--- src/common/cfreq_pkg.sv ---
package cfreq_pkg;

	// Word widths on the sample path
	localparam int sample_w = 18;  // One I or Q word
	localparam int amp_w = 17;     // Magnitude, half the square-sum width
	localparam int sq_w = 34;      // Sum of squares after truncation

	// Signed baseband word, carried on I, Q and the serial bus
	typedef logic signed [sample_w-1:0] sample_t;

	// Magnitude and the min/max values built from it
	typedef logic [amp_w-1:0] amp_t;

	// Radicand for the square root
	typedef logic [sq_w-1:0] square_sum_t;

	// Square-root sequencer
	typedef enum logic {
		idle,
		run
	} isqrt_state_t;

endpackage
--- src/source/freq_monitor_top.sv ---
module freq_monitor_top #(
	parameter int refcnt_w = 17
) (
	input  logic                     clk,
	input  logic                     rst_n,
	input  cfreq_pkg::sample_t       sample_i,
	input  cfreq_pkg::sample_t       sample_q,
	input  logic                     sample_strobe,  // At least 24 cycles apart
	input  logic                     err_clear,
	output logic signed [refcnt_w:0] freq,
	output logic                     freq_valid,
	output cfreq_pkg::amp_t          amp_max,
	output cfreq_pkg::amp_t          amp_min,
	output logic                     updated,
	output logic                     err_flag,
	output logic [7:0]               report_seq
);

	// Serial sample bus
	cfreq_pkg::sample_t sdata;
	logic sgate;

	logic timing_err;

	iq_serializer i_serializer (
		.clk          (clk),
		.rst_n        (rst_n),
		.sample_i     (sample_i),
		.sample_q     (sample_q),
		.sample_strobe(sample_strobe),
		.sdata        (sdata),
		.sgate        (sgate)
	);

	complex_freq #(
		.refcnt_w(refcnt_w)
	) i_complex_freq (
		.clk       (clk),
		.rst_n     (rst_n),
		.sdata     (sdata),
		.sgate     (sgate),
		.freq      (freq),
		.freq_valid(freq_valid),
		.amp_max   (amp_max),
		.amp_min   (amp_min),
		.updated   (updated),
		.timing_err(timing_err)
	);

	// Window reports are counted in the status block as well
	status_latch #(
		.refcnt_w(refcnt_w)
	) i_status (
		.clk       (clk),
		.rst_n     (rst_n),
		.timing_err(timing_err),
		.updated   (updated),
		.err_clear (err_clear),
		.err_flag  (err_flag),
		.report_seq(report_seq)
	);

endmodule

--- src/source/status_latch.sv ---
module status_latch #(
	parameter int refcnt_w = 17
) (
	input  logic       clk,
	input  logic       rst_n,
	input  logic       timing_err,
	input  logic       updated,
	input  logic       err_clear,
	output logic       err_flag,
	output logic [7:0] report_seq
);

	// Report counter, never narrower than the port that shows it
	localparam int seq_w = (refcnt_w > 8) ? refcnt_w : 8;

	logic [seq_w-1:0] seq_cnt;

	always_ff @(posedge clk or negedge rst_n) begin
		if (!rst_n) begin
			err_flag <= 1'b0;
			seq_cnt <= '0;
		end else begin
			// A new error in the clearing cycle must not be lost
			if (timing_err)
				err_flag <= 1'b1;
			else if (err_clear)
				err_flag <= 1'b0;
			if (updated)
				seq_cnt <= seq_cnt + 1'b1;
		end
	end

	assign report_seq = seq_cnt[7:0];  // Wraps every 256 reports

endmodule

--- src/complex_freq/complex_freq.sv ---
module complex_freq #(
	parameter int refcnt_w = 17
) (
	input  logic                     clk,
	input  logic                     rst_n,
	input  cfreq_pkg::sample_t       sdata,
	input  logic                     sgate,  // Two cycles, I then Q
	output logic signed [refcnt_w:0] freq,
	output logic                     freq_valid,
	output cfreq_pkg::amp_t          amp_max,
	output cfreq_pkg::amp_t          amp_min,
	output logic                     updated,    // One pulse per closed window
	output logic                     timing_err  // Pair arrived while a root was running
);

	localparam int sample_w = cfreq_pkg::sample_w;

	typedef logic signed [2*sample_w-1:0] square_t;

	cfreq_pkg::sample_t sdata_r;  // Multiplier input register
	square_t square;
	square_t square_d;
	cfreq_pkg::square_sum_t sqrt_x;
	logic [1:0] gate_d;
	logic sqrt_en;
	cfreq_pkg::amp_t sqrt_y;
	logic sqrt_dav;
	logic busy;

	logic [refcnt_w-1:0] refcnt;
	logic rollover;
	logic window_end;
	cfreq_pkg::amp_t amp_max_x;  // Developing values of the open window
	cfreq_pkg::amp_t amp_min_x;

	logic i_sign;
	logic [1:0] quad;
	logic [1:0] quad_old;
	logic [1:0] step;
	logic signed [refcnt_w+1:0] quad_cnt;  // Net quarter turns, range +-2^refcnt_w
	logic invalid;

	// One multiplier serves both words of a pair
	always_ff @(posedge clk) begin
		sdata_r <= sdata;
		square <= square_t'(sdata_r) * square_t'(sdata_r);
		square_d <= square;
		sqrt_x <= cfreq_pkg::square_sum_t'(square + square_d);  // Full-scale pairs wrap
	end

	// The sum of a pair is ready one cycle after the delayed gate falls
	always_ff @(posedge clk or negedge rst_n) begin
		if (!rst_n) begin
			gate_d <= '0;
			sqrt_en <= 1'b0;
		end else begin
			gate_d <= {gate_d[0], sgate};
			sqrt_en <= gate_d[1] & ~gate_d[0];
		end
	end

	isqrt #(
		.x_width(cfreq_pkg::sq_w)
	) i_isqrt (
		.clk  (clk),
		.rst_n(rst_n),
		.x    (sqrt_x),
		.en   (sqrt_en),
		.y    (sqrt_y),
		.dav  (sqrt_dav)
	);

	// Only the leading word of a pair is checked against a running root
	always_ff @(posedge clk or negedge rst_n) begin
		if (!rst_n) begin
			busy <= 1'b0;
			timing_err <= 1'b0;
		end else begin
			if (sqrt_en)
				busy <= 1'b1;
			else if (sqrt_dav)
				busy <= 1'b0;
			timing_err <= busy & sgate & ~gate_d[0];
		end
	end

	// Reference down-counter, counts finished roots
	always_ff @(posedge clk or negedge rst_n) begin
		if (!rst_n) begin
			refcnt <= refcnt_w'(1);  // First window is short
			rollover <= 1'b0;
		end else begin
			if (sqrt_dav)
				refcnt <= refcnt - 1'b1;
			rollover <= &refcnt;
		end
	end

	assign window_end = sqrt_dav & rollover;

	// The root that closes a window also seeds the next one
	always_ff @(posedge clk) begin
		if (sqrt_dav && (rollover || sqrt_y > amp_max_x))
			amp_max_x <= sqrt_y;
		if (sqrt_dav && (rollover || sqrt_y < amp_min_x))
			amp_min_x <= sqrt_y;
		if (window_end) begin
			amp_max <= amp_max_x;
			amp_min <= amp_min_x;
			freq <= quad_cnt[refcnt_w+1:1];  // Two crossings per turn of a quadrant pair
		end
		if (sgate && !gate_d[0])
			i_sign <= sdata[sample_w-1];
	end

	// Quadrant code counts down as the phasor turns counter-clockwise
	assign step = quad - quad_old;

	always_ff @(posedge clk or negedge rst_n) begin
		if (!rst_n) begin
			quad <= 2'd0;
			quad_old <= 2'd0;
			quad_cnt <= '0;
			invalid <= 1'b0;
			freq_valid <= 1'b0;
			updated <= 1'b0;
		end else begin
			if (sgate && gate_d[0])
				quad <= {i_sign, i_sign ^ sdata[sample_w-1]};  // Sign pair, Gray to binary
			if (sqrt_en) begin
				quad_old <= quad;
				case (step)
					2'd1: quad_cnt <= quad_cnt - 1'b1;  // Clockwise
					2'd2: invalid <= 1'b1;              // Half turn, direction unknown
					2'd3: quad_cnt <= quad_cnt + 1'b1;  // Counter-clockwise
					default: ;
				endcase
			end
			if (window_end) begin
				freq_valid <= ~invalid;
				quad_cnt <= '0;
				invalid <= 1'b0;
			end
			updated <= window_end;
		end
	end

endmodule

--- src/complex_freq/isqrt.sv ---
module isqrt #(
	parameter int x_width = cfreq_pkg::sq_w
) (
	input  logic                   clk,
	input  logic                   rst_n,
	input  cfreq_pkg::square_sum_t x,
	input  logic                   en,  // Ignored while a root is running
	output cfreq_pkg::amp_t        y,
	output logic                   dav
);

	localparam int n = x_width / 2;  // Result bits, one per step
	localparam int cnt_w = $clog2(n);
	localparam logic [cnt_w-1:0] last = cnt_w'(n - 1);

	cfreq_pkg::isqrt_state_t state;
	logic [cnt_w-1:0] count;
	logic [x_width-1:0] xs;  // Radicand, two bits consumed per step
	logic [n-1:0] rem;       // The final remainder is dropped, so n bits hold every live one
	logic [n-1:0] root;
	logic [n+1:0] rem_shift;
	logic [n+1:0] trial;
	logic [n-1:0] diff;
	logic fits;
	logic start;

	// Bring down the next bit pair and test root*4+1 against it
	assign rem_shift = {rem, xs[x_width-1 -: 2]};
	assign trial = {root, 2'b01};
	assign fits = rem_shift >= trial;
	assign diff = rem_shift[n-1:0] - trial[n-1:0];
	assign start = (state == cfreq_pkg::idle) && en;

	always_ff @(posedge clk or negedge rst_n) begin
		if (!rst_n) begin
			state <= cfreq_pkg::idle;
			count <= '0;
			dav <= 1'b0;
		end else begin
			dav <= 1'b0;
			case (state)
				cfreq_pkg::idle: begin
					if (en) begin
						state <= cfreq_pkg::run;
						count <= '0;
					end
				end
				cfreq_pkg::run: begin
					count <= count + 1'b1;
					if (count == last) begin
						state <= cfreq_pkg::idle;
						dav <= 1'b1;  // 18 cycles after en
					end
				end
				default: state <= cfreq_pkg::idle;
			endcase
		end
	end

	always_ff @(posedge clk) begin
		if (start) begin
			xs <= x;
			rem <= '0;
			root <= '0;
		end else if (state == cfreq_pkg::run) begin
			xs <= xs << 2;
			rem <= fits ? diff : rem_shift[n-1:0];
			root <= {root[n-2:0], fits};
			if (count == last)
				y <= {root[n-2:0], fits};
		end
	end

endmodule

--- src/source/iq_serializer.sv ---
module iq_serializer (
	input  logic               clk,
	input  logic               rst_n,
	input  cfreq_pkg::sample_t sample_i,
	input  cfreq_pkg::sample_t sample_q,
	input  logic               sample_strobe,
	output cfreq_pkg::sample_t sdata,
	output logic               sgate
);

	cfreq_pkg::sample_t q_hold;  // Q waits one cycle behind I
	logic phase;                 // High while the Q word is due
	logic accept;

	// A strobe during the Q cycle would stretch the gate to three cycles
	assign accept = sample_strobe & ~phase;

	always_ff @(posedge clk or negedge rst_n) begin
		if (!rst_n) begin
			sgate <= 1'b0;
			phase <= 1'b0;
		end else begin
			sgate <= accept | phase;  // I cycle, then Q cycle
			phase <= accept;
		end
	end

	always_ff @(posedge clk) begin
		if (accept) begin
			sdata <= sample_i;
			q_hold <= sample_q;
		end else if (phase) begin
			sdata <= q_hold;
		end
	end

endmodule

--- config.mk ---
export PLATFORM = sky130hd
export DESIGN_NAME = freq_monitor_top
export DESIGN_NICKNAME = d
export VERILOG_FILES = /design/src/common/cfreq_pkg.sv /design/src/source/freq_monitor_top.sv /design/src/source/status_latch.sv /design/src/complex_freq/complex_freq.sv /design/src/complex_freq/isqrt.sv /design/src/source/iq_serializer.sv
export SDC_FILE = /design/constraint.sdc
export NUM_CORES = 1
export LEC_CHECK = 0
export BUFFER_PORTS_ARGS = -buffer_cell sky130_fd_sc_hd__buf_2
export CORE_MARGIN = 10
export CORE_UTILIZATION = 55
export CTS_BUF_LIST = sky130_fd_sc_hd__clkbuf_8
export CTS_CLUSTER_DIAMETER = 30
export DETAILED_ROUTE_END_ITERATION = 12
export PLACE_DENSITY = 0.77
export REMOVE_ABC_BUFFERS = 1
export SLEW_MARGIN = 20
export SYNTH_ARGS = -nofsm -noshare
export SYNTH_HDL_FRONTEND = slang
export SYNTH_SLANG_ARGS = --single-unit
--- constraint.sdc ---
create_clock -name clk -period 11.6 [get_ports clk]
set_input_delay 3.48 -clock clk [delete_from_list [all_inputs] [get_ports clk]]
set_output_delay 3.48 -clock clk [all_outputs]
set_load 0.01 [all_outputs]
==> results of run 1 <==
==> flip-flops by register name, summed over array words and instances (netlist names), 2 cells and up <==
register / flops
i_complex_freq.i_isqrt.xs: 34
i_complex_freq.sqrt_x: 34
i_complex_freq.square: 33
i_complex_freq.square_d: 33
i_complex_freq.quad_cnt: 19
i_complex_freq.freq: 18
i_complex_freq.sdata_r: 18
i_serializer.q_hold: 18
i_serializer.sdata: 18
i_complex_freq.amp_max: 17
i_complex_freq.amp_max_x: 17
i_complex_freq.amp_min: 17
i_complex_freq.amp_min_x: 17
i_complex_freq.i_isqrt.rem: 17
i_complex_freq.i_isqrt.root: 17
i_complex_freq.i_isqrt.y: 17
i_complex_freq.refcnt: 17
i_status.seq_cnt: 8
i_complex_freq.i_isqrt.count: 5
i_complex_freq.gate_d: 2
i_complex_freq.quad: 2
i_complex_freq.quad_old: 2
==> final timing paths <==
| check | start | to | slack (ns) |
|---|---|---|---|
| max in group asynchronous | rst_n | i_complex_freq.refcnt[1] | 8.02 |
| worst min register to register | i_complex_freq.square[28] | i_complex_freq.square_d[28] | 0.33 |
| min in group asynchronous | rst_n | i_status.seq_cnt[1] | 3.00 |
| worst max-delay path | i_complex_freq.sdata_r[17] | i_complex_freq.square[32] | 4.48 |
| worst min-delay path | i_complex_freq.square[28] | i_complex_freq.square_d[28] | 0.33 |
| worst max register to register | i_complex_freq.sdata_r[17] | i_complex_freq.square[32] | 4.48 |
==> placed cells by master, fill, tap and decap left out, drive strengths merged, types with 6 or more instances in the layout <==
| cell | synthesis | routed |
|---|---|---|
| dfxtp | 152 | 152 |
| clkinv | 0 | 15 |
| nand2 | 191 | 191 |
| a21o | 43 | 43 |
| edfxtp | 174 | 174 |
| o21ai | 54 | 54 |
| o31ai | 26 | 26 |
| o21bai | 6 | 6 |
| nor4 | 8 | 8 |
| buf | 5 | 115 |
| nand4 | 14 | 14 |
| nor3 | 34 | 34 |
| mux2 | 55 | 55 |
| nor2b | 20 | 20 |
| mux2i | 7 | 7 |
| and4 | 9 | 9 |
| and2 | 46 | 46 |
| o21a | 27 | 27 |
| xor2 | 40 | 40 |
| clkinvlp | 0 | 11 |
| ha | 211 | 211 |
| a31oi | 9 | 9 |
| inv | 488 | 508 |
| clkbuf | 53 | 90 |
| nand2b | 12 | 12 |
| or3 | 12 | 12 |
| nor2 | 107 | 107 |
| a211oi | 18 | 18 |
| bufinv | 0 | 10 |
| o311ai | 7 | 7 |
| dfrtp | 66 | 66 |
| nand3 | 36 | 36 |
| a21oi | 73 | 73 |
| fa | 283 | 283 |
| xnor2 | 79 | 79 |
| or2 | 6 | 6 |
| and3 | 8 | 8 |
==> routing by layer <==
metal / wire length (um) / up-vias / global-route usage
met5: 0 / - / 0
met4: 1640 / 0 / 0.0779
met3: 3250 / 134 / 0.0387
met2: 25700 / 513 / 0.326
met1: 21800 / 8514 / 0.225
li1: - / 8206 / -
==> area by class of cell <==
class | instances | area, um2 | share of cell area
Antenna cell | 1 | 2.50 | 0.0000847
Clock buffer | 90 | 1240 | 0.0419
Clock inverter | 56 | 617 | 0.0209
Inverter | 488 | 1830 | 0.0620
Multi-Input combinational cell | 1492 | 14500 | 0.491
Sequential cell | 393 | 9950 | 0.337
Tap cell | 615 | 769 | 0.0260
Timing Repair Buffer | 115 | 628 | 0.0213
==> worst register-to-register path, stage by stage, from the launching register on <==
cell	delay [ns]
dfxtp_1	0.81
inv_1	0.49
nor2_1	0.27
fa_1	0.47
inv_1	0.19
fa_1	0.45
inv_1	0.11
ha_1	0.32
inv_1	0.23
fa_1	0.53
inv_1	0.06
fa_1	0.53
inv_1	0.05
fa_1	0.48
inv_1	0.04
ha_1	0.31
or2_2	0.31
a21oi_1	0.31
o31ai_1	0.17
nor3_1	0.17
a211oi_1	0.13
o21ai_0	0.26
a21boi_0	0.17
xor2_1	0.16
==> kinds of logic after synthesis <==
| family | after synthesis | synth area share |
|---|---|---|
| AOI/OAI and AO/OA | 304 | 0.0771 |
| xor gates and xnor gates | 119 | 0.0393 |
| adders and majority gates | 494 | 0.313 |
| buffers and inverters | 546 | 0.0777 |
| DFF | 393 | 0.375 |
| muxes | 62 | 0.0260 |
| and+or+nand+nor | 513 | 0.0913 |
==> through the flow <==
step                instances  utilization  worst slack [ns]  hold slack, ns  cell area (um2)
global route             3249        0.620              4.04           0.344            29500
floorplan                2373            -              5.52           0.323            26300
CTS                      3248        0.620              4.52           0.322            29500
detailed placement       3102        0.581              4.49           0.327            27700
global placement         3102        0.581              4.80           0.323            27700
finish                   3250        0.620              4.48           0.331            29600
==> impl_metrics.tcl, run 1 <==
set metrics [dict create \
    outcome "finished, final reports clean" \
    cts_setup_buffers 0 \
    criticalPathCategory "flop to flop" \
    grt_pass1_wl_um 88300 \
    finalCriticalPeriod_ns 7.12 \
    r2r_cells 23 \
    synthTopCellsByCount "inv_1, fa_1, ha_1" \
    insertion_delay_ns 0.67 \
    cts_made_buffers 78 \
    end_kind "flop" \
    setup_tns_ns 0 \
    rsz0062_at_grt "no" \
    worst_slew_pin_slew_ns 1.00 \
    htree_levels 3 \
    crit_chain "inv_1 > nor2_1 > fa_1 > inv_1 > fa_1 > inv_1 > ha_1 > inv_1 > fa_1 > inv_1 > fa_1 > inv_1 > fa_1 > inv_1 > ha_1 > or2_2 > a21oi_1 > o31ai_1 > nor3_1 > a211oi_1 > o21ai_0 > a21boi_0 > xor2_1" \
    critical_path_depth 23 \
    clk_pin_slew_worst_paths_ns 0.06 \
    io_buffers 102 \
    crit_fanout 23 \
    critPathRequiredTime_ns 12.15 \
    yosys_warnings 0 \
    ys_seq_area_frac 0.375 \
    slowest_delay_ns 0.81 \
    placementRows 80 \
    ios 103 \
    gp_congestion 0.929 \
    die_w_um 240 \
    drc 0 \
    cpMostUsedCell "inv_1" \
    syn_area_um2 26500 \
    clkSinkCount 393 \
    fmax_mhz 140 \
    grt-ovfl-total 0 \
    grt_max_degree 73 \
    cap_violations 0 \
    synth_top_area_cell "fa_1" \
    avgSynthCellArea_um2 10.9 \
    fp.dieArea_um2 57400 \
    antenna_found_initial 0 \
    drt_first_pass_iters 5 \
    cp_slowest_cell "dfxtp_1" \
    vias 17400 \
    fin_nets 3102 \
    yosysMostFrequentCell "inv_1" \
    cts_tree "done" \
    root_buffer "clkbuf_8" \
    slew_violations 0 \
    critPathArrivalTime_ns 7.67 \
    core-area_um2 47600 \
    hold_depth 0 \
    yosys-top-cells-area "fa_1, edfxtp_1, dfxtp_1" \
    track_usage 0.189 \
    start_kind "flop" \
    wl_per_cell_um 16.1 \
    area_growth_syn_to_layout_pct 11.5 \
    wirelength_um 52300 \
    min_path_type "flop to flop" \
    via_per_inst 5.34 \
    ys_ff_latch 393 \
    postSynthCellCount 2431 \
    slew_headroom 0.330 \
    grt_pass1_vias 18700 \
    drive_gt1_frac 0.121 \
    ant_nets 0 \
    period_share 0.614 \
    post_cts_resized 0 \
    async_reset_ff_frac 0.170 \
    hpwl_um 40000 \
    cp_top_family "adder cells" \
    fillers 3685 \
    final-hold-violation-count 0 \
    drt_iter0_drc 889 \
    yosysTopAreaCellShare 0.214 \
    ctsHoldBuffers 0 \
    synth-edff-count 174 \
    clockBufferDepth 3 \
    synth.distinct_cells 69 \
    cp_num_buf_inv 7 \
    die_y_um 240 \
    initial_core_util 0.556 \
    finClkSkew_ns 0.0343 \
    final-setup-viol-count 0 \
    ys.flop_type "edfxtp_1" \
]
Power of run 1 is not shown: default switching activity piles up to over one toggle a cycle in this logic, so the estimate is an artifact.
==> run 2: changes to the inputs <==
--- a/config.mk
+++ b/config.mk
@@ -5,13 +5,14 @@
 export SDC_FILE = /design/constraint.sdc
 export NUM_CORES = 1
 export LEC_CHECK = 0
+export ABC_AREA = 1
 export BUFFER_PORTS_ARGS = -buffer_cell sky130_fd_sc_hd__buf_2
 export CORE_MARGIN = 10
 export CORE_UTILIZATION = 55
 export CTS_BUF_LIST = sky130_fd_sc_hd__clkbuf_8
 export CTS_CLUSTER_DIAMETER = 30
 export DETAILED_ROUTE_END_ITERATION = 12
-export PLACE_DENSITY = 0.77
+export PLACE_DENSITY = 0.8
 export REMOVE_ABC_BUFFERS = 1
 export SLEW_MARGIN = 20
 export SYNTH_ARGS = -nofsm -noshare
==> constraint.sdc (replaced) <==
create_clock -name clk -period 6.5 [get_ports clk]
set_input_delay 1.95 -clock clk [delete_from_list [all_inputs] [get_ports clk]]
set_output_delay 1.95 -clock clk [all_outputs]
set_load 0.01 [all_outputs]
==> impl_metrics.tcl, run 2 <==
set metrics [dict create \
    track_usage 0.208 \
    yosysTopAreaCellShare 0.198 \
    criticalPathCategory "flop to flop" \
    final-setup-viol-count 0 \
    ys.flop_type "edfxtp_1" \
    drive_gt1_frac 0.0945 \
    slowest_delay_ns 0.82 \
    via_per_inst 5.16 \
    drt_iter0_drc 1210 \
    root_buffer "clkbuf_8" \
    cap_violations 0 \
    grt_busiest_layer "met2" \
    crit_chain "nand2_1 > fa_1 > fa_1 > inv_1 > fa_1 > fa_1 > fa_1 > fa_1 > ha_1 > nand2_1 > nor2_1 > inv_1 > nor2_1 > o21ai_0 > nand4_1 > nand2_1" \
    grt_pass1_wl_um 105000 \
    fmax_mhz 170 \
    cpMostUsedCell "fa_1" \
    period_share 0.907 \
    grt-ovfl-total 0 \
    cts_setup_buffers 0 \
    outcome "finished, final reports clean" \
    yosysMostFrequentCell "nand2_1" \
    min_path_type "flop to flop" \
    die_y_um 248 \
    muxShareOfSynthArea 0.0134 \
    crit_fanout 12 \
    core-area_um2 51400 \
    cts_tree "done" \
    gp_congestion 0.929 \
    end_kind "flop" \
    vias 21200 \
    synth.distinct_cells 43 \
    final_core_util 0.618 \
    fp.dieArea_um2 61500 \
    ys_ff_latch 393 \
    initial_core_util 0.556 \
    rsz0062_at_grt "no" \
    critPathRequiredTime_ns 7.05 \
    antenna_found_initial 1 \
    setup_tns_ns 0 \
    clockBufferDepth 3 \
    yosys_warnings 0 \
    wirelength_um 61400 \
    synth-edff-count 174 \
    drc 0 \
    grt_max_degree 68 \
    synthSimpleGateAreaFrac 0.168 \
    final-hold-violation-count 0 \
    io_buffers 102 \
    dp_cells 3961 \
    cts_made_buffers 78 \
    grt_pass1_vias 22100 \
    die_w_um 248 \
    synthTopCellsByCount "nand2_1, inv_1, fa_1" \
    syn_area_um2 28600 \
    insertion_delay_ns 0.67 \
    post_cts_resized 0 \
    n_antenna_cell 0 \
    layout_commonest_cell "nand2_1" \
    synth_fa_ha_area_frac 0.290 \
    finalNonFillerCells 4107 \
    final_cell_mix "nand2_1, inv_1, fa_1" \
    cp_num_buf_inv 2 \
    finClkSkew_ns 0.0340 \
    reg.largest.list "i_complex_freq.i_isqrt.xs (34), i_complex_freq.sqrt_x (34)" \
    avgSynthCellArea_um2 8.92 \
    fillers 4142 \
    slew_headroom 0.394 \
    hpwl_um 47900 \
    ios 103 \
    cp_top_family "adder cells" \
    start_kind "flop" \
    synth_top_family_by_area "adder cells" \
    clkSinkCount 393 \
    ctsHoldBuffers 0 \
    drt_first_pass_iters 5 \
    htree_levels 3 \
    finalCriticalPeriod_ns 5.90 \
    placementRows 83 \
    ys_seq_area_frac 0.348 \
    fin_nets 3895 \
    grt_use_met3 0.0291 \
    synth_top_area_cell "fa_1" \
    async_reset_ff_frac 0.170 \
    met1_usage 0.248 \
    critPathArrivalTime_ns 6.44 \
    area_growth_syn_to_layout_pct 11.1 \
    worst_slew_pin_slew_ns 0.909 \
    wl_per_cell_um 14.9 \
    slew_violations 0 \
    met2_usage 0.370 \
    cp_slowest_cell "fa_1" \
    postSynthCellCount 3204 \
    synth_compound_area_frac 0.0515 \
    yosys-top-cells-area "fa_1, edfxtp_1, dfxtp_1" \
    clk_pin_slew_worst_paths_ns 0.06 \
    ant_nets 0 \
    synth_xor_area_frac 0.0251 \
]
-- run 2: area by class of cell --
type	count	area, um2	area share
Clock buffer	88	1210	0.0381
Tap cell	680	851	0.0268
Clock inverter	58	583	0.0184
Multi-Input combinational cell	2026	15700	0.494
Sequential cell	393	9950	0.313
Timing Repair Buffer	134	751	0.0236
Inverter	728	2730	0.0860
-- run 2: through the flow --
stage	hold slack [ns]	setup slack [ns]	cell area, um2
floorplan	0.323	1.03	28400
global placement	0.325	0.746	30000
detailed placement	0.328	0.688	30000
CTS	0.310	0.651	31800
global route	0.329	0.232	31800
finish	0.314	0.602	31800
-- run 2: final timing paths --
kind                       cells past startpoint                         endpoint                       start  slack (ns)
setup / recovery                              16        i_complex_freq.square[29]  i_complex_freq.sdata_r[17]        0.60
min in group asynchronous                      2       i_complex_freq.quad_cnt[8]                       rst_n        1.46
hold / removal                                 0       i_complex_freq.sdata_r[16]      i_serializer.sdata[16]        0.31
max in group asynchronous                      2  i_complex_freq.i_isqrt.count[1]                       rst_n        4.45
setup reg to reg                              16        i_complex_freq.square[29]  i_complex_freq.sdata_r[17]        0.60
hold reg to reg                                0       i_complex_freq.sdata_r[16]      i_serializer.sdata[16]        0.31
-- run 2: kinds of logic after synthesis --
logic type      after synthesis
flops                       393
compound gates              267
simple gates               1149
mux                          34
xor+xnor                     82
buf+inv                     785
fa+ha+maj                   494
-- run 2: metal layers --
metal | up-vias | part of all wire | wire (um)
li1 | 10300 | - | -
met1 | 10200 | 0.40 | 24800
met2 | 618 | 0.51 | 31300
met3 | 146 | 0.055 | 3390
met4 | 2 | 0.032 | 1940
met5 | - | 0.00018 | 11
Power of run 2 is left out for the same reason.
